**config.mk**
```make
export PLATFORM = sky130hd
export DESIGN_NAME = weight_ingest
export DESIGN_NICKNAME = d
export VERILOG_FILES = /design/src/verilog/rot_ctrl_pkg.sv /design/src/verilog/rot_geom_pkg.sv /design/src/verilog/weight_ingest.sv
export SDC_FILE = /design/constraint.sdc
export NUM_CORES = 1
export LEC_CHECK = 0
export BUFFER_PORTS_ARGS = -buffer_cell sky130_fd_sc_hd__buf_2
export CAP_MARGIN = 5
export CORE_MARGIN = 2
export CORE_UTILIZATION = 42
export CTS_CLUSTER_SIZE = 30
export DETAILED_ROUTE_END_ITERATION = 16
export PLACE_DENSITY = 0.83
export SLEW_MARGIN = 20
export SYNTH_ARGS = -nofsm -noshare
export SYNTH_HDL_FRONTEND = slang
export SYNTH_SLANG_ARGS = --single-unit
```
**constraint.sdc**
```tcl
create_clock -name aclk -period 2 [get_ports aclk]
set_input_delay 0.6 -clock aclk [delete_from_list [all_inputs] [get_ports aclk]]
set_output_delay 0.6 -clock aclk [all_outputs]
set_load 0.05 [all_outputs]
```
**src/verilog/rot_ctrl_pkg.sv**
```systemverilog
// *************************************************************************
// State types of the weight rotator: ingest, bank and sequencer FSMs
// *************************************************************************
`default_nettype none

package rot_ctrl_pkg;

  typedef enum logic [2:0] {
    ING_IDLE,     // Waiting for the write bank to free up
    ING_HEADER,
    ING_LOW,      // Low word of each beat
    ING_HIGH,     // Held upper word
    ING_SWITCH
  } ingest_state_e;

  typedef enum logic [1:0] {
    BANK_FREE,
    BANK_FILLING,
    BANK_FULL,
    BANK_DRAINING
  } bank_state_e;

  typedef enum logic [1:0] {
    SEQ_IDLE,
    SEQ_CONFIG,   // Header goes out once
    SEQ_READ,
    SEQ_SWITCH
  } seq_state_e;

endpackage

`default_nettype wire

```
**src/verilog/rot_geom_pkg.sv**
```systemverilog
// *************************************************************************
// Geometry of the weight rotator: word, beat and bank sizes, widths
// of the loop counters and bit positions of the header fields
// *************************************************************************
`default_nettype none

package rot_geom_pkg;

  localparam int WORD_WIDTH   = 8;
  localparam int COLS         = 4;                   // Words per engine beat
  localparam int M_WIDTH      = WORD_WIDTH * COLS;
  localparam int S_WIDTH      = 2 * M_WIDTH;         // Input beat carries two words
  localparam int S_KEEP_WIDTH = S_WIDTH / M_WIDTH;   // One keep bit per half

  localparam int BANK_DEPTH   = 256;                 // Header slot plus weights
  localparam int BITS_ADDR    = $clog2(BANK_DEPTH);

  // Loop field widths
  localparam int KW_MAX       = 7;
  localparam int BITS_KW2     = $clog2((KW_MAX + 1) / 2);
  localparam int BITS_KW      = BITS_KW2 + 1;        // Holds 2*kw2
  localparam int BITS_CIN     = 4;
  localparam int BITS_COLS    = 4;
  localparam int BITS_BLOCKS  = 3;
  localparam int BITS_XN      = 3;

  // Header word layout, low bits first
  localparam int HDR_KW2_LSB      = 0;
  localparam int HDR_CIN_LSB      = HDR_KW2_LSB    + BITS_KW2;
  localparam int HDR_COLS_LSB     = HDR_CIN_LSB    + BITS_CIN;
  localparam int HDR_BLOCKS_LSB   = HDR_COLS_LSB   + BITS_COLS;
  localparam int HDR_XN_LSB       = HDR_BLOCKS_LSB + BITS_BLOCKS;
  localparam int HDR_ADDR_MAX_LSB = HDR_XN_LSB     + BITS_XN;  // Ends below M_WIDTH

endpackage

`default_nettype wire

```
**src/verilog/weight_ingest.sv**
```systemverilog
// *************************************************************************
// Weight stream ingest: takes the header beat, splits each wide weight
// beat into one or two words and steers the writes to the ping-pong bank
// *************************************************************************
`default_nettype none

module weight_ingest
  import rot_geom_pkg::*, rot_ctrl_pkg::*;
(
  input  wire logic                    aclk,
  input  wire logic                    aresetn,

  input  wire logic                    i_s_tvalid,
  output logic                         o_s_tready,
  input  wire logic [S_WIDTH-1:0]      i_s_tdata,
  input  wire logic [S_KEEP_WIDTH-1:0] i_s_tkeep,
  input  wire logic                    i_s_tlast,

  input  wire logic [1:0]              i_free,
  output logic      [1:0]              o_wr_hdr,
  output logic      [1:0]              o_wr_en,
  output logic      [1:0]              o_wr_last,
  output logic      [M_WIDTH-1:0]      o_wr_data
);

  ingest_state_e      state;
  ingest_state_e      state_next;
  logic               wr_bank;      // Bank being filled
  logic [M_WIDTH-1:0] high_q;       // Upper half of the last beat
  logic               last_q;       // That beat closed the packet
  logic               s_xfer;
  logic               hdr_pulse;
  logic               word_pulse;
  logic               last_pulse;

  assign s_xfer = i_s_tvalid && o_s_tready;

  always_comb begin
    state_next = state;
    o_s_tready = 1'b0;
    hdr_pulse  = 1'b0;
    word_pulse = 1'b0;
    last_pulse = 1'b0;

    unique case (state)
      ING_IDLE: begin
        if (i_free[wr_bank]) state_next = ING_HEADER;
      end
      ING_HEADER: begin
        o_s_tready = i_free[wr_bank];
        if (s_xfer) begin
          hdr_pulse  = 1'b1;
          state_next = ING_LOW;
        end
      end
      ING_LOW: begin
        o_s_tready = 1'b1;
        if (s_xfer) begin
          word_pulse = i_s_tkeep[0];
          if (i_s_tkeep[1]) begin
            state_next = ING_HIGH;     // Second word next cycle
          end else if (i_s_tlast) begin
            last_pulse = 1'b1;         // Odd word count ends on low half
            state_next = ING_SWITCH;
          end
        end
      end
      ING_HIGH: begin
        // Input stalls while the held word is written
        word_pulse = 1'b1;
        last_pulse = last_q;
        state_next = last_q ? ING_SWITCH : ING_LOW;
      end
      ING_SWITCH: begin
        state_next = ING_IDLE;
      end
      default: begin
        state_next = ING_IDLE;
      end
    endcase
  end

  always_ff @(posedge aclk) begin
    if (!aresetn) begin
      state   <= ING_IDLE;
      wr_bank <= 1'b0;
      last_q  <= 1'b0;
    end else begin
      state <= state_next;
      if (state == ING_SWITCH) wr_bank <= !wr_bank;
      if (state == ING_LOW && s_xfer) last_q <= i_s_tlast;
    end
  end

  always_ff @(posedge aclk) begin
    if (state == ING_LOW && s_xfer) high_q <= i_s_tdata[S_WIDTH-1:M_WIDTH];
  end

  // Strobes go to the selected bank only
  always_comb begin
    o_wr_hdr           = '0;
    o_wr_en            = '0;
    o_wr_last          = '0;
    o_wr_hdr[wr_bank]  = hdr_pulse;
    o_wr_en[wr_bank]   = word_pulse;
    o_wr_last[wr_bank] = last_pulse;
  end

  // Header and low words come straight from the beat
  assign o_wr_data = (state == ING_HIGH) ? high_q : i_s_tdata[M_WIDTH-1:0];

endmodule

`default_nettype wire

```
==> impl_metrics.csv <==
group,metric,value,unit
floorplanning,pin_count,111,
synth,synthAdderAreaFrac,0,%
setup_path,rrSetupSlack,500,ps
timing,finalCritPeriodShare,112,%
setup_path,cp_max_fo,6,
global_routing,antenna_found_initial,0,
power,power_density,688,nW/um2
setup_path,worstPathArrival,1640,ps
synth,avgSynthCellArea,14.5,um2
cells_and_area,multi_input_area,842,um2
synth,async_flop_share,0,%
setup_path,max_stage_delay,320,ps
timing,fin_ws,-239,ps
clock_tree,htree_levels,2,
floorplanning,initial_utilization,43.7,%
clock_tree,clk_latency,290,ps
power,leakage,0.00149,uW
synth,yosys.area.top_type,"edfxtp_1",
power,power.switching,649,uW
power,seq_power_share,39.7,%
floorplanning,placementRows,23,
cells_and_area,ff_latch_area,1070,um2
timing,hold_viol_final,0,
synth,ys_warn_count,0,
power,peakVddDrop,0.397,mV
synth,seq_area_frac_synth,60.3,%
global_routing,grtUsageTotal,17.5,%
cells_and_area,diodes,0,
timing,maxSlewViolCount,0,
timing,setup_viol,32,
setup_path,critPathCaptureType,"output port",
clock_tree,clock_sinks,37,
hold_path,min_from,"i_s_tdata[42]",
hold_path,hold_path.class,"input port to flop",
floorplanning,die_w,68.7,um
floorplanning,die_h,68.7,um
run_status,status,"finished, violations left",
drt,vias_per_cell,5.10,
synth,synth_nets,193,
drt,dr.pass1.iters,4,
clock_tree,cts_tree,"built",
timing,period_needed,2240,ps
drt,drtIter0Drc,75,
drt,wirelength,5470,um
power,total_power,2240,uW
cells_and_area,drive_gt1_share,73.6,%
drt,postRouteAntennaNets,0,
synth,synth.top_cells.by_area,"edfxtp_1 55%, mux2_2 20%, dfxtp_1 5.7%",
setup_path,cpMaxStageDelayCell,"dfxtp_2",
placement,dp.cells,287,
drt,via_count,1530,
placement,io_buffer_count,110,
global_routing,grt_pass1_wl,5800,um
cells_and_area,final_util,80.6,%
setup_path,worstPathRequired,1400,ps
timing,whs,485,ps
synth,yosys-top-cells-count,"32 x edfxtp_1, 32 x mux2_2, 7 x nor2_1",
cells_and_area,syn2layout_area_growth,84.6,%
floorplanning,dieArea,4720,um2
clock_tree,cts_inserted_buffers,5,
setup_path,r2r_cells,3,
setup_path,r2r-end,"high_q[28]",
setup_path,cp_num_cells,5,
clock_tree,ctsHoldBuffers,0,
synth,synth_compound_gate_area_share,4.62,%
clock_tree,clk_pin_slew_worst_paths,70,ps
power,p_int,1590,uW
synth,synth_top_family_by_area,"multiplexers",
setup_path,timing.critical_path.buf_inv,2,
synth,synth-edff-count,32,
power,power_frac_comb,32.3,%
synth,synth_xor_area_share,0.498,%
timing,max_slew.worst_pin.slew,360,ps
timing,rsz0062_at_grt,"true",
cells_and_area,fill_cells,215,
drt,drt-wirelength-per-cell,18.2,um
synth,netlist_area,1760,um2
synth,synth_cell_types,33,
clock_tree,clock-root-buffer,"clkbuf_8",
placement,gp_congestion,0.872,
timing,clock_skew,7.15,ps
floorplanning,core_area,4030,um2
setup_path,crit_chain,"and2b_2 -> nand2_8 -> clkbuf_16 -> mux2_4 -> buf_8",
timing,setup_tns,-7190,ps
setup_path,reg2reg_from,"state[0]",
clock_tree,cts_max_path_buffers,2,
setup_path,start_kind,"flop",
synth,synthFlopType,"edfxtp_1",
hold_path,min_to,"high_q[10]",
cells_and_area,final_nets,321,
hold_path,worstHoldPathCells,1,
setup_path,critical_path.top_delay_family,"simple AND/OR/NAND/NOR gates",
placement,dpl.hpwl,3160,um
run_status,violations,"setup timing",
global_routing,grt_pass1_vias,1350,
global_routing,grt_max_degree,28,
global_routing,overflow,0,
job,maxCapViolCount,0,
synth,synth_top_area_share,54.6,%
power,clkPwrFrac,28.0,%
timing,max_freq,0.447,GHz
synth,syn_inst,121,
synth,synth_simple_gate_area_share,9.74,%
power,swShare,29.0,%
timing,slew_headroom,75.8,%
drt,drc,0,
synth,synth_seq_cells,37,
synth,muxShareOfSynthArea,21.9,%
cells_and_area,final_cells,300,
setup_path,path_class,"flop to output port",
==> area by class of cell <==
cell class              instances  share of cell area, %
flip-flops and latches         37                   32.8
well taps                      50                   1.93
repair buffers                128                   35.9
multi-input cells              76                   25.9
clock buffers                   6                   2.23
clock inverters                 2                   1.04
inverters                       1                  0.116
==> worst reg2reg max path: cells and delay by family, from the launching register on <==
family / cells / cell delay, ps
DFF: 1 / 380
buffers and inverters: 2 / 380
and+or+nand+nor: 1 / 440
==> power by group through the flow <==
| stage | clock network (uW) | registers (uW) | logic (uW) |
|---|---|---|---|
| global route | 673 | 891 | 753 |
| global placement | 0 | 895 | 501 |
| finish | 626 | 889 | 722 |
| detailed placement | 0 | 897 | 508 |
| CTS | 626 | 882 | 564 |
| floorplan | 0 | 895 | 350 |
==> placed cells by master (no fill, tap or decap), drive strengths merged, types with 2 or more instances in the layout <==
master	count
mux2	33
nor3	3
buf	125
nand3	3
nand2b	2
nor2	7
a21oi	6
nand2	3
o21ai	2
clkbuf	9
edfxtp	32
dfxtp	5
nor3b	2
==> sequential cells by signal (all words and copies together), names as in the netlist <==
register and count:
high_q 32, state 3, wr_bank 1, last_q 1
==> per-layer routing <==
| layer | track usage [%] | part of all wire [%] | vias up |
|---|---|---|---|
| met5 | 0 | 0 | - |
| met4 | 8.58 | 1.2 | 0 |
| met3 | 5.36 | 9.0 | 6 |
| met2 | 32.9 | 56 | 89 |
| met1 | 17.1 | 34 | 725 |
| li1 | - | - | 710 |
==> cell families (layout without fill, tap and decap cells) <==
group                     Yosys count  in the layout
buffers and inverters               8            137
and+or+nand+nor                    29             29
muxes                              34             34
DFF                                37             37
AOI/OAI and AO/OA                  12             12
xor gates and xnor gates            1              1
==> worst max path at each step <==
stage                 start       endpoint  slack (ps)
5_1_grt            state[2]  o_wr_data[31]        -290
4_1_cts            state[2]  o_wr_data[20]        -260
2_1_floorplan    i_s_tvalid   o_wr_last[0]        -160
3_5_place_dp   i_s_tkeep[1]   o_wr_last[1]         -60
3_3_place_gp   i_s_tkeep[1]   o_wr_last[1]         -60
6_report           state[2]  o_wr_data[31]        -240
==> metrics by stage <==
| step | instance area, um2 | setup slack [ps] |
|---|---|---|
| finish | 3250 | -239 |
| global placement | 2470 | -60.9 |
| global route | 3250 | -291 |
| floorplan | 1790 | -159 |
| CTS | 2760 | -257 |
| detailed placement | 2470 | -60.4 |
==> repair_timing <==
action / CTS / global route
setup endpoints to repair: 36 / 38
pin swaps: 2 / 4
cloned: 1 / 3
gates resized for setup: 54 / 110
buffers inserted: 0 / 1
(Power assumes the default switching activity.)
