[src/verilog/rot_ctrl_pkg.sv]
// *************************************************************************
// State types of the weight rotator: ingest, bank and sequencer FSMs
// *************************************************************************
`default_nettype none

package rot_ctrl_pkg;

  typedef enum logic [2:0] {
    ING_IDLE,     // Waiting for the write bank to free up
    ING_HEADER,
    ING_LOW,      // Low word of each beat
    ING_HIGH,     // Held upper word
    ING_SWITCH
  } ingest_state_e;

  typedef enum logic [1:0] {
    BANK_FREE,
    BANK_FILLING,
    BANK_FULL,
    BANK_DRAINING
  } bank_state_e;

  typedef enum logic [1:0] {
    SEQ_IDLE,
    SEQ_CONFIG,   // Header goes out once
    SEQ_READ,
    SEQ_SWITCH
  } seq_state_e;

endpackage

`default_nettype wire

[src/verilog/rot_geom_pkg.sv]
// *************************************************************************
// Geometry of the weight rotator: word, beat and bank sizes, widths
// of the loop counters and bit positions of the header fields
// *************************************************************************
`default_nettype none

package rot_geom_pkg;

  localparam int WORD_WIDTH   = 8;
  localparam int COLS         = 4;                   // Words per engine beat
  localparam int M_WIDTH      = WORD_WIDTH * COLS;
  localparam int S_WIDTH      = 2 * M_WIDTH;         // Input beat carries two words
  localparam int S_KEEP_WIDTH = S_WIDTH / M_WIDTH;   // One keep bit per half

  localparam int BANK_DEPTH   = 256;                 // Header slot plus weights
  localparam int BITS_ADDR    = $clog2(BANK_DEPTH);

  // Loop field widths
  localparam int KW_MAX       = 7;
  localparam int BITS_KW2     = $clog2((KW_MAX + 1) / 2);
  localparam int BITS_KW      = BITS_KW2 + 1;        // Holds 2*kw2
  localparam int BITS_CIN     = 4;
  localparam int BITS_COLS    = 4;
  localparam int BITS_BLOCKS  = 3;
  localparam int BITS_XN      = 3;

  // Header word layout, low bits first
  localparam int HDR_KW2_LSB      = 0;
  localparam int HDR_CIN_LSB      = HDR_KW2_LSB    + BITS_KW2;
  localparam int HDR_COLS_LSB     = HDR_CIN_LSB    + BITS_CIN;
  localparam int HDR_BLOCKS_LSB   = HDR_COLS_LSB   + BITS_COLS;
  localparam int HDR_XN_LSB       = HDR_BLOCKS_LSB + BITS_BLOCKS;
  localparam int HDR_ADDR_MAX_LSB = HDR_XN_LSB     + BITS_XN;  // Ends below M_WIDTH

endpackage

`default_nettype wire

[src/verilog/rotation_sequencer.sv]
// *************************************************************************
// Rotation sequencer: drains the full bank, runs the kernel, channel,
// column, block and batch loops, and feeds the output stream through a
// two entry skid stage that absorbs the bank read latency
// *************************************************************************
`default_nettype none

module rotation_sequencer
  import rot_geom_pkg::*, rot_ctrl_pkg::*;
(
  input  wire logic                        aclk,
  input  wire logic                        aresetn,

  input  wire logic [1:0]                  i_full,
  input  wire logic [1:0][M_WIDTH-1:0]     i_rd_data,
  input  wire logic [1:0][BITS_KW2-1:0]    i_kw2,
  input  wire logic [1:0][BITS_CIN-1:0]    i_cin_1,
  input  wire logic [1:0][BITS_COLS-1:0]   i_cols_1,
  input  wire logic [1:0][BITS_BLOCKS-1:0] i_blocks_1,
  input  wire logic [1:0][BITS_XN-1:0]     i_xn_1,
  output logic      [1:0]                  o_rd_start,
  output logic      [1:0]                  o_rd_en,
  output logic      [1:0]                  o_rd_done,

  output logic                             o_m_tvalid,
  input  wire logic                        i_m_tready,
  output logic      [M_WIDTH-1:0]          o_m_tdata,
  output logic                             o_m_tlast,
  output logic                             o_m_is_config,
  output logic      [BITS_KW2-1:0]         o_m_kw2,
  output logic                             o_m_w_first,
  output logic                             o_m_cin_last,
  output logic                             o_m_w_last
);

  seq_state_e             state;
  seq_state_e             state_next;
  logic                   rd_bank;
  logic                   issue_done;   // Final read already issued
  logic [BITS_KW-1:0]     c_kw;
  logic [BITS_CIN-1:0]    c_cin;
  logic [BITS_COLS-1:0]   c_cols;
  logic [BITS_BLOCKS-1:0] c_blocks;
  logic [BITS_XN-1:0]     c_xn;
  logic                   l_kw, l_cin, l_cols, l_blocks, l_xn;
  logic                   last_all;
  logic                   issue;
  logic                   room;
  logic                   m_xfer;
  logic [4:0]             flags;        // {config, w_first, cin_last, w_last, tlast}
  logic [4:0]             pend_flags;
  logic                   pend;         // Read in flight, data lands this cycle
  logic [M_WIDTH-1:0]     skid_data  [2];
  logic [4:0]             skid_flags [2];
  logic                   skid_wr;
  logic                   skid_rd;
  logic [1:0]             skid_count;

  assign l_kw     = (c_kw     == {i_kw2[rd_bank], 1'b0});
  assign l_cin    = (c_cin    == i_cin_1[rd_bank]);
  assign l_cols   = (c_cols   == i_cols_1[rd_bank]);
  assign l_blocks = (c_blocks == i_blocks_1[rd_bank]);
  assign l_xn     = (c_xn     == i_xn_1[rd_bank]);
  assign last_all = l_kw && l_cin && l_cols && l_blocks && l_xn;

  assign m_xfer = o_m_tvalid && i_m_tready;
  // Stored plus in-flight words must stay within two after this cycle
  assign room   = (3'(skid_count) + 3'(pend)) < (3'd2 + 3'(m_xfer));

  always_comb begin
    state_next = state;
    issue      = 1'b0;
    flags      = '0;
    o_rd_start = '0;
    o_rd_done  = '0;

    unique case (state)
      SEQ_IDLE: begin
        if (i_full[rd_bank]) begin
          o_rd_start[rd_bank] = 1'b1;
          state_next          = SEQ_CONFIG;
        end
      end
      SEQ_CONFIG: begin
        issue = room;
        flags = 5'b10000;
        if (room) state_next = SEQ_READ;
      end
      SEQ_READ: begin
        issue = room && !issue_done;
        flags = {1'b0, c_kw == '0 && c_cin == '0 && c_cols == '0,
                 l_kw && l_cin, l_cols, last_all};
        if (m_xfer && o_m_tlast) state_next = SEQ_SWITCH;
      end
      SEQ_SWITCH: begin
        o_rd_done[rd_bank] = 1'b1;
        state_next         = SEQ_IDLE;
      end
      default: begin
        state_next = SEQ_IDLE;
      end
    endcase
  end

  always_comb begin
    o_rd_en          = '0;
    o_rd_en[rd_bank] = issue;
  end

  always_ff @(posedge aclk) begin
    if (!aresetn) begin
      state      <= SEQ_IDLE;
      rd_bank    <= 1'b0;
      issue_done <= 1'b0;
    end else begin
      state <= state_next;
      if (state == SEQ_SWITCH) begin
        rd_bank    <= !rd_bank;
        issue_done <= 1'b0;
      end else if (state == SEQ_READ && issue && last_all) begin
        issue_done <= 1'b1;
      end
    end
  end

  // Nested loop counters, one step per issued weight read
  always_ff @(posedge aclk) begin
    if (!aresetn || state == SEQ_IDLE) begin
      c_kw     <= '0;
      c_cin    <= '0;
      c_cols   <= '0;
      c_blocks <= '0;
      c_xn     <= '0;
    end else if (state == SEQ_READ && issue) begin
      c_kw <= l_kw ? '0 : c_kw + 1'b1;
      if (l_kw) begin
        c_cin <= l_cin ? '0 : c_cin + 1'b1;
        if (l_cin) begin
          c_cols <= l_cols ? '0 : c_cols + 1'b1;
          if (l_cols) begin
            c_blocks <= l_blocks ? '0 : c_blocks + 1'b1;
            if (l_blocks) c_xn <= l_xn ? '0 : c_xn + 1'b1;
          end
        end
      end
    end
  end

  // Skid stage control
  always_ff @(posedge aclk) begin
    if (!aresetn) begin
      pend       <= 1'b0;
      skid_wr    <= 1'b0;
      skid_rd    <= 1'b0;
      skid_count <= '0;
    end else begin
      pend <= issue;
      if (pend) skid_wr <= !skid_wr;
      if (m_xfer) skid_rd <= !skid_rd;
      skid_count <= skid_count + 2'(pend) - 2'(m_xfer);
    end
  end

  always_ff @(posedge aclk) begin
    pend_flags <= flags;   // Flags wait out the read latency with the word
    if (pend) begin
      skid_data[skid_wr]  <= i_rd_data[rd_bank];
      skid_flags[skid_wr] <= pend_flags;
    end
  end

  assign o_m_tvalid = (skid_count != '0);
  assign o_m_tdata  = skid_data[skid_rd];
  assign {o_m_is_config, o_m_w_first, o_m_cin_last, o_m_w_last, o_m_tlast} =
         skid_flags[skid_rd];
  assign o_m_kw2    = i_kw2[rd_bank];   // Constant over a packet

endmodule

`default_nettype wire

[config.mk]
export PLATFORM = sky130hd
export DESIGN_NAME = rotation_sequencer
export DESIGN_NICKNAME = d
export VERILOG_FILES = /design/src/verilog/rot_ctrl_pkg.sv /design/src/verilog/rot_geom_pkg.sv /design/src/verilog/rotation_sequencer.sv
export SDC_FILE = /design/constraint.sdc
export NUM_CORES = 1
export LEC_CHECK = 0
export BUFFER_PORTS_ARGS = -buffer_cell sky130_fd_sc_hd__buf_2
export CAP_MARGIN = 20
export CORE_MARGIN = 5
export CORE_UTILIZATION = 47
export DETAILED_ROUTE_END_ITERATION = 8
export PLACE_DENSITY = 0.76
export SLEW_MARGIN = 25
export SYNTH_ARGS = -nofsm -noshare
export SYNTH_HDL_FRONTEND = slang
export SYNTH_SLANG_ARGS = --single-unit
[constraint.sdc]
create_clock -name aclk -period 2.4 [get_ports aclk]
set_clock_uncertainty 0.05 [all_clocks]
set_input_delay 0.6 -clock aclk [delete_from_list [all_inputs] [get_ports aclk]]
set_output_delay 0.6 -clock aclk [all_outputs]
set_load 0.02 [all_outputs]
==> results of run 1 <==
## routing by layer
layer  wire length (um)  global-route usage
met4                 74              0.0459
met1               4430               0.195
met5                  0                   0
met3                699              0.0387
met2               5530               0.294
## power by group
group          internal [mW]  switching, mW
registers               2.19         0.0884
clock network          0.475          0.571
logic                  0.883           1.06
total                   3.55           1.72
## cells in the final DEF (no fill, tap or decap), types with 2 or more instances in the layout
master | netlist | layout
o21ai_2 | 0 | 2
buf_4 | 0 | 17
and2_4 | 0 | 2
dfxtp_2 | 0 | 4
ha_1 | 16 | 13
xnor2_1 | 19 | 19
clkinv_1 | 0 | 3
nor2_1 | 16 | 16
mux2i_1 | 21 | 20
nand2b_1 | 3 | 3
dfxtp_1 | 32 | 27
o21ai_0 | 10 | 8
nand3_1 | 3 | 3
nor3_1 | 8 | 4
mux2_2 | 69 | 69
nand3b_1 | 3 | 3
inv_1 | 14 | 14
clkbuf_8 | 0 | 9
nor2b_1 | 7 | 6
ha_2 | 0 | 2
buf_12 | 0 | 3
nand2_2 | 1 | 2
edfxtp_1 | 74 | 74
a21oi_1 | 11 | 11
buf_2 | 0 | 145
and3b_1 | 2 | 2
a22oi_1 | 2 | 2
o21a_1 | 2 | 2
and4bb_2 | 2 | 2
and2_1 | 12 | 9
nand2_1 | 9 | 8
or4_1 | 4 | 4
nor3_2 | 1 | 5
## stage by stage
stage | instances | hold slack [ns] | instance area [um2] | setup slack, ns | utilization
global route | 685 | 0.398 | 6380 | -0.0545 | 0.596
floorplan | 376 | 0.354 | 5080 | 0.141 | -
finish | 685 | 0.388 | 6380 | 0.0611 | 0.596
CTS | 684 | 0.386 | 6300 | -0.00815 | 0.589
global placement | 667 | 0.359 | 6090 | -0.0209 | 0.570
detailed placement | 667 | 0.363 | 6090 | -0.0592 | 0.570
## cell families after synthesis
family                   synth area share
AO/OA/AOI/OAI                      0.0380
XOR/XNOR                           0.0328
adder cells (fa/ha/maj)            0.0394
buffers and inverters              0.0259
flip-flops                          0.564
multiplexers                        0.194
AND/OR/NAND/NOR                     0.106
## worst reg2reg max path, cell delays in order, from the launching register on
cell and delay, ns:
dfxtp_4 0.42, buf_4 0.18, mux2i_1 0.28, xnor2_1 0.11, or4bb_1 0.55, nor4_4 0.26, o21ai_1 0.13, a22o_1 0.22
## cell type report
| class | instances | area [um2] | share of cell area |
|---|---|---|---|
| sequential | 106 | 2870 | 0.450 |
| tap | 140 | 175 | 0.0275 |
| multi-input combinational | 242 | 2150 | 0.338 |
| inverter | 14 | 52.6 | 0.00824 |
| clock buffer | 10 | 128 | 0.0200 |
| timing repair buffer | 167 | 940 | 0.147 |
| clock inverter | 6 | 57.6 | 0.00902 |
## state kept, by name, summed over array words and instances, names as in the netlist, named ones only
| register | count |
|---|---|
| c_blocks | 3 |
| c_cin | 4 |
| c_cols | 4 |
| c_kw | 3 |
| c_xn | 3 |
| issue_done | 1 |
| pend | 1 |
| pend_flags | 5 |
| rd_bank | 1 |
| skid_count | 2 |
| skid_data | 64 |
| skid_flags | 10 |
| skid_rd | 1 |
| skid_wr | 1 |
| state | 2 |
## timing repair
action                                  4_1_cts  5_1_grt
pin swaps                                     1        1
resized for setup                             7       17
endpoints found under the setup margin        5       12
buffers inserted                              1        1
## path summary, 6_finish.rpt
kind	to	slack, ns
max	o_rd_en[1]	0.06
min	skid_flags[1][2]	0.39
max reg2reg	c_blocks[2]	0.10
min reg2reg	skid_flags[1][2]	0.39
==> results.sh, run 1 <==
export IMPL_status="completed"
export IMPL_cts_buffers=9
export IMPL_crit_buf_inv=1
export IMPL_power_total_mw=5.27
export IMPL_ys_seq_area_frac=0.564
export IMPL_grt_max_degree=38
export IMPL_period_minus_slack_ns=2.34
export IMPL_num_antenna_cells=0
export IMPL_dp_hpwl_um=7930
export IMPL_setup_violations_final=0
export IMPL_yosys_warnings=0
export IMPL_grt_pass1_wl_um=16800
export IMPL_fp_dieW_um=114
export IMPL_grt_pass1_vias=3537
export IMPL_synth_cell_types=49
export IMPL_cpPeakStageDelay_ns=0.36
export IMPL_startpoint="skid_count[0]"
export IMPL_netlist_top_cells_area="edfxtp_1 44%, mux2_2 15%, dfxtp_1 13%"
export IMPL_path_depth=7
export IMPL_crit_type="register to output port"
export IMPL_nNetsFinal=657
export IMPL_leakagePower_nw=2.46
export IMPL_fillers=883
export IMPL_synth_edf_count=74
export IMPL_syn_instance_count=376
export IMPL_fmax_ghz=0.428
export IMPL_syn_mean_instance_area_um2=13.5
export IMPL_synthesis_area_um2=5080
export IMPL_drc_errors=0
export IMPL_synth_top_cell_area_share=0.438
export IMPL_num_vias=3521
export IMPL_antenna_found_initial=0
export IMPL_synth_fp_nets=493
export IMPL_p_per_area_nw_per_um2=826
export IMPL_finalHoldViolCount=0
export IMPL_clock_latency_ns=0.35
export IMPL_port_buffer_count=146
export IMPL_grt_ovfl_total=0
export IMPL_cts_tree="yes"
export IMPL_period_share=0.975
export IMPL_worstPathCellList="ha_2, ha_4, o21ai_2, nand2b_1, nor2_1, and2_4, buf_6"
export IMPL_rows=38
export IMPL_peakVddDrop_mv=0.363
export IMPL_ys_ff_latch=106
export IMPL_via_per_inst=5.14
export IMPL_critPathRequiredTime_ns=1.75
export IMPL_hp_start="pend_flags[2]"
export IMPL_drtIter0Drc=141
export IMPL_drv_slew=0
export IMPL_crit_path_max_fanout=4
export IMPL_synth_most_common_cell="edfxtp_1"
export IMPL_dieArea_um2=13000
export IMPL_tightest_slew_ns=0.528
export IMPL_rr_worst_depth=7
export IMPL_relSlewSlack=0.648
export IMPL_cts_sinks=106
export IMPL_yosysTopAreaCell="edfxtp_1"
export IMPL_clock_path_buffers=2
export IMPL_start_kind="register"
export IMPL_postRouteAntennaNets=0
export IMPL_holdBufCountCts=0
export IMPL_crit_slowest_cell="dfxtp_2"
export IMPL_cp_data_arrival_time_ns=1.69
export IMPL_cts_clk_slew_worst_paths_ns=0.10
export IMPL_critical_path_top_delay_family="simple AND/OR/NAND/NOR gates"
export IMPL_synth_ff_type="edfxtp_1"
export IMPL_hold_depth=0
export IMPL_worstSetupEndpointType="output port"
export IMPL_grt_total_usage=0.163
export IMPL_tns_ns=0
export IMPL_layout_drive_gt1_share=0.506
export IMPL_routed_wl_um=10700
export IMPL_timing_rr_start="rd_bank"
export IMPL_die_height_um=114
export IMPL_start_util=0.475
export IMPL_routedWlPerCell_um=15.7
export IMPL_routabilityCongestion=0.825
export IMPL_synthTopCellsByCount="74 x edfxtp_1, 69 x mux2_2, 32 x dfxtp_1"
export IMPL_drt_first_pass_iters=4
export IMPL_ys_async_sr_fraction=0
export IMPL_htree_num_levels=3
export IMPL_rsz0062_at_grt="true"
export IMPL_core_area_um2=10700
export IMPL_drv_cap=0
export IMPL_hp_class="register to register"
export IMPL_ios=147
export IMPL_clock_root_buffer="clkbuf_8"
export IMPL_syn_to_final_growth_pct=25.7
No activity file was read; power rests on OpenSTA's default activity.
==> inputs of run 2 (changes only) <==
Settings changed: PLACE_DENSITY 0.76 to not set, PLACE_DENSITY_LB_ADDON set to 0.08.
==> results.sh, run 2 (synthesis results as in run 1) <==
export IMPL_fmax_ghz=0.428
export IMPL_p_per_area_nw_per_um2=857
export IMPL_setup_violations_final=0
export IMPL_grt_ovfl_total=0
export IMPL_grt_pass1_vias=3418
export IMPL_grt_max_degree=38
export IMPL_finalNonFillerCells=685
export IMPL_drv_cap=0
export IMPL_port_buffer_count=146
export IMPL_layout_common_cells="145 x buf_2, 74 x edfxtp_1, 69 x mux2_2"
export IMPL_clock_latency_ns=0.36
export IMPL_htree_num_levels=3
export IMPL_clock_path_buffers=2
export IMPL_cts_clk_slew_worst_paths_ns=0.10
export IMPL_largestRegisters="skid_data (64), skid_flags (10), pend_flags (5)"
export IMPL_finalHoldWorstSlack_ns=0.383
export IMPL_grt_pass1_wl_um=16200
export IMPL_num_antenna_cells=0
export IMPL_nNetsFinal=657
export IMPL_via_per_inst=4.94
export IMPL_clock_root_buffer="clkbuf_8"
export IMPL_period_minus_slack_ns=2.34
export IMPL_dieArea_um2=13000
export IMPL_antenna_found_initial=0
export IMPL_routedWlPerCell_um=14.7
export IMPL_start_kind="register"
export IMPL_worstSetupEndpointType="output port"
export IMPL_tightest_slew_ns=0.511
export IMPL_die_height_um=114
export IMPL_mostFrequentLayoutCell="buf_2"
export IMPL_dp_cells=665
export IMPL_cts_sinks=106
export IMPL_fp_dieW_um=114
export IMPL_hp_class="register to register"
export IMPL_critPathRequiredTime_ns=1.75
export IMPL_period_share=0.974
export IMPL_num_vias=3384
export IMPL_regMostFlops="skid_data"
export IMPL_postRouteAntennaNets=0
export IMPL_layout_drive_gt1_share=0.508
export IMPL_largest_reg_flops=64
export IMPL_leakagePower_nw=2.47
export IMPL_fillers=902
export IMPL_finalHoldViolCount=0
export IMPL_grt_total_usage=0.157
export IMPL_relSlewSlack=0.659
export IMPL_status="completed"
export IMPL_holdBufCountCts=0
export IMPL_drtIter0Drc=77
export IMPL_routed_wl_um=10000
export IMPL_start_util=0.475
export IMPL_core_area_um2=10700
export IMPL_placed_area_um2=6050
export IMPL_cts_tree="yes"
export IMPL_drv_slew=0
export IMPL_routabilityCongestion=0.817
export IMPL_cp_data_arrival_time_ns=1.69
export IMPL_cts_buffers=9
export IMPL_crit_path_max_fanout=3
export IMPL_crit_type="register to output port"
export IMPL_ios=147
export IMPL_drt_first_pass_iters=4
export IMPL_syn_to_final_growth_pct=26.1
export IMPL_drc_errors=0
export IMPL_rows=38
export IMPL_design_area_um2=6400
export IMPL_peakVddDrop_mv=0.384
export IMPL_dp_hpwl_um=7500
## run 2: layout make-up
| type | instances | area, um2 | area share |
|---|---|---|---|
| clock buffers | 9 | 124 | 0.0194 |
| multi-input cells | 242 | 2160 | 0.337 |
| flip-flops and latches | 106 | 2870 | 0.448 |
| repair buffers | 167 | 907 | 0.142 |
| inverters | 14 | 52.6 | 0.00821 |
| clock inverters | 7 | 115 | 0.0180 |
| well taps | 140 | 175 | 0.0274 |
## run 2: layer usage
layer	routed length [um]	vias to the layer above	GRT usage
met5	0	-	0
met4	124	0	0.0562
met3	601	10	0.0366
met2	5150	83	0.272
met1	4170	1589	0.189
li1	-	1702	-
## run 2: worst paths after layout
path	startpoint	end	slack, ns	depth (start not counted)
hold / removal	pend_flags[0]	skid_flags[0][0]	0.38	0
hold reg to reg	pend_flags[0]	skid_flags[0][0]	0.38	0
setup reg to reg	rd_bank	c_blocks[2]	0.15	7
setup / recovery	pend	o_rd_en[1]	0.06	7
## run 2: worst max-delay path, cell delays in order, from the launching register on
cell	delay, ns
dfxtp_2	0.35
ha_4	0.16
ha_4	0.23
o21ai_2	0.06
nand2b_1	0.10
nor2_1	0.16
and2_1	0.16
buf_6	0.12
## run 2: through the flow
| step | setup TNS (ns) | power (mW) | utilization | setup slack [ns] |
|---|---|---|---|---|
| 2_1_floorplan | 0 | 3.57 | - | 0.141 |
| 3_3_place_gp | -0.0494 | 4.15 | 0.566 | -0.0494 |
| 3_5_place_dp | -0.183 | 4.18 | 0.566 | -0.0941 |
| 4_1_cts | 0 | 5.49 | 0.591 | 0.00297 |
| 5_1_grt | -0.0295 | 5.82 | 0.598 | -0.0295 |
| 6_report | 0 | 5.49 | 0.598 | 0.0634 |
## run 2: timing repair
| action | in CTS | in global routing |
|---|---|---|
| endpoints found under the setup margin | 2 | 13 |
| hold endpoints to repair | 0 | 0 |
| buffers inserted | 2 | 2 |
| resized for setup | 7 | 14 |
| pin swaps | 1 | 3 |
| gates cloned | 0 | 0 |
## run 2: where the power goes
part	leakage, nW	internal [mW]	switching [mW]
Clock	0.113	0.690	0.577
Combinational	1.43	0.894	1.05
Sequential	0.927	2.19	0.0832
Total	2.47	3.78	1.71
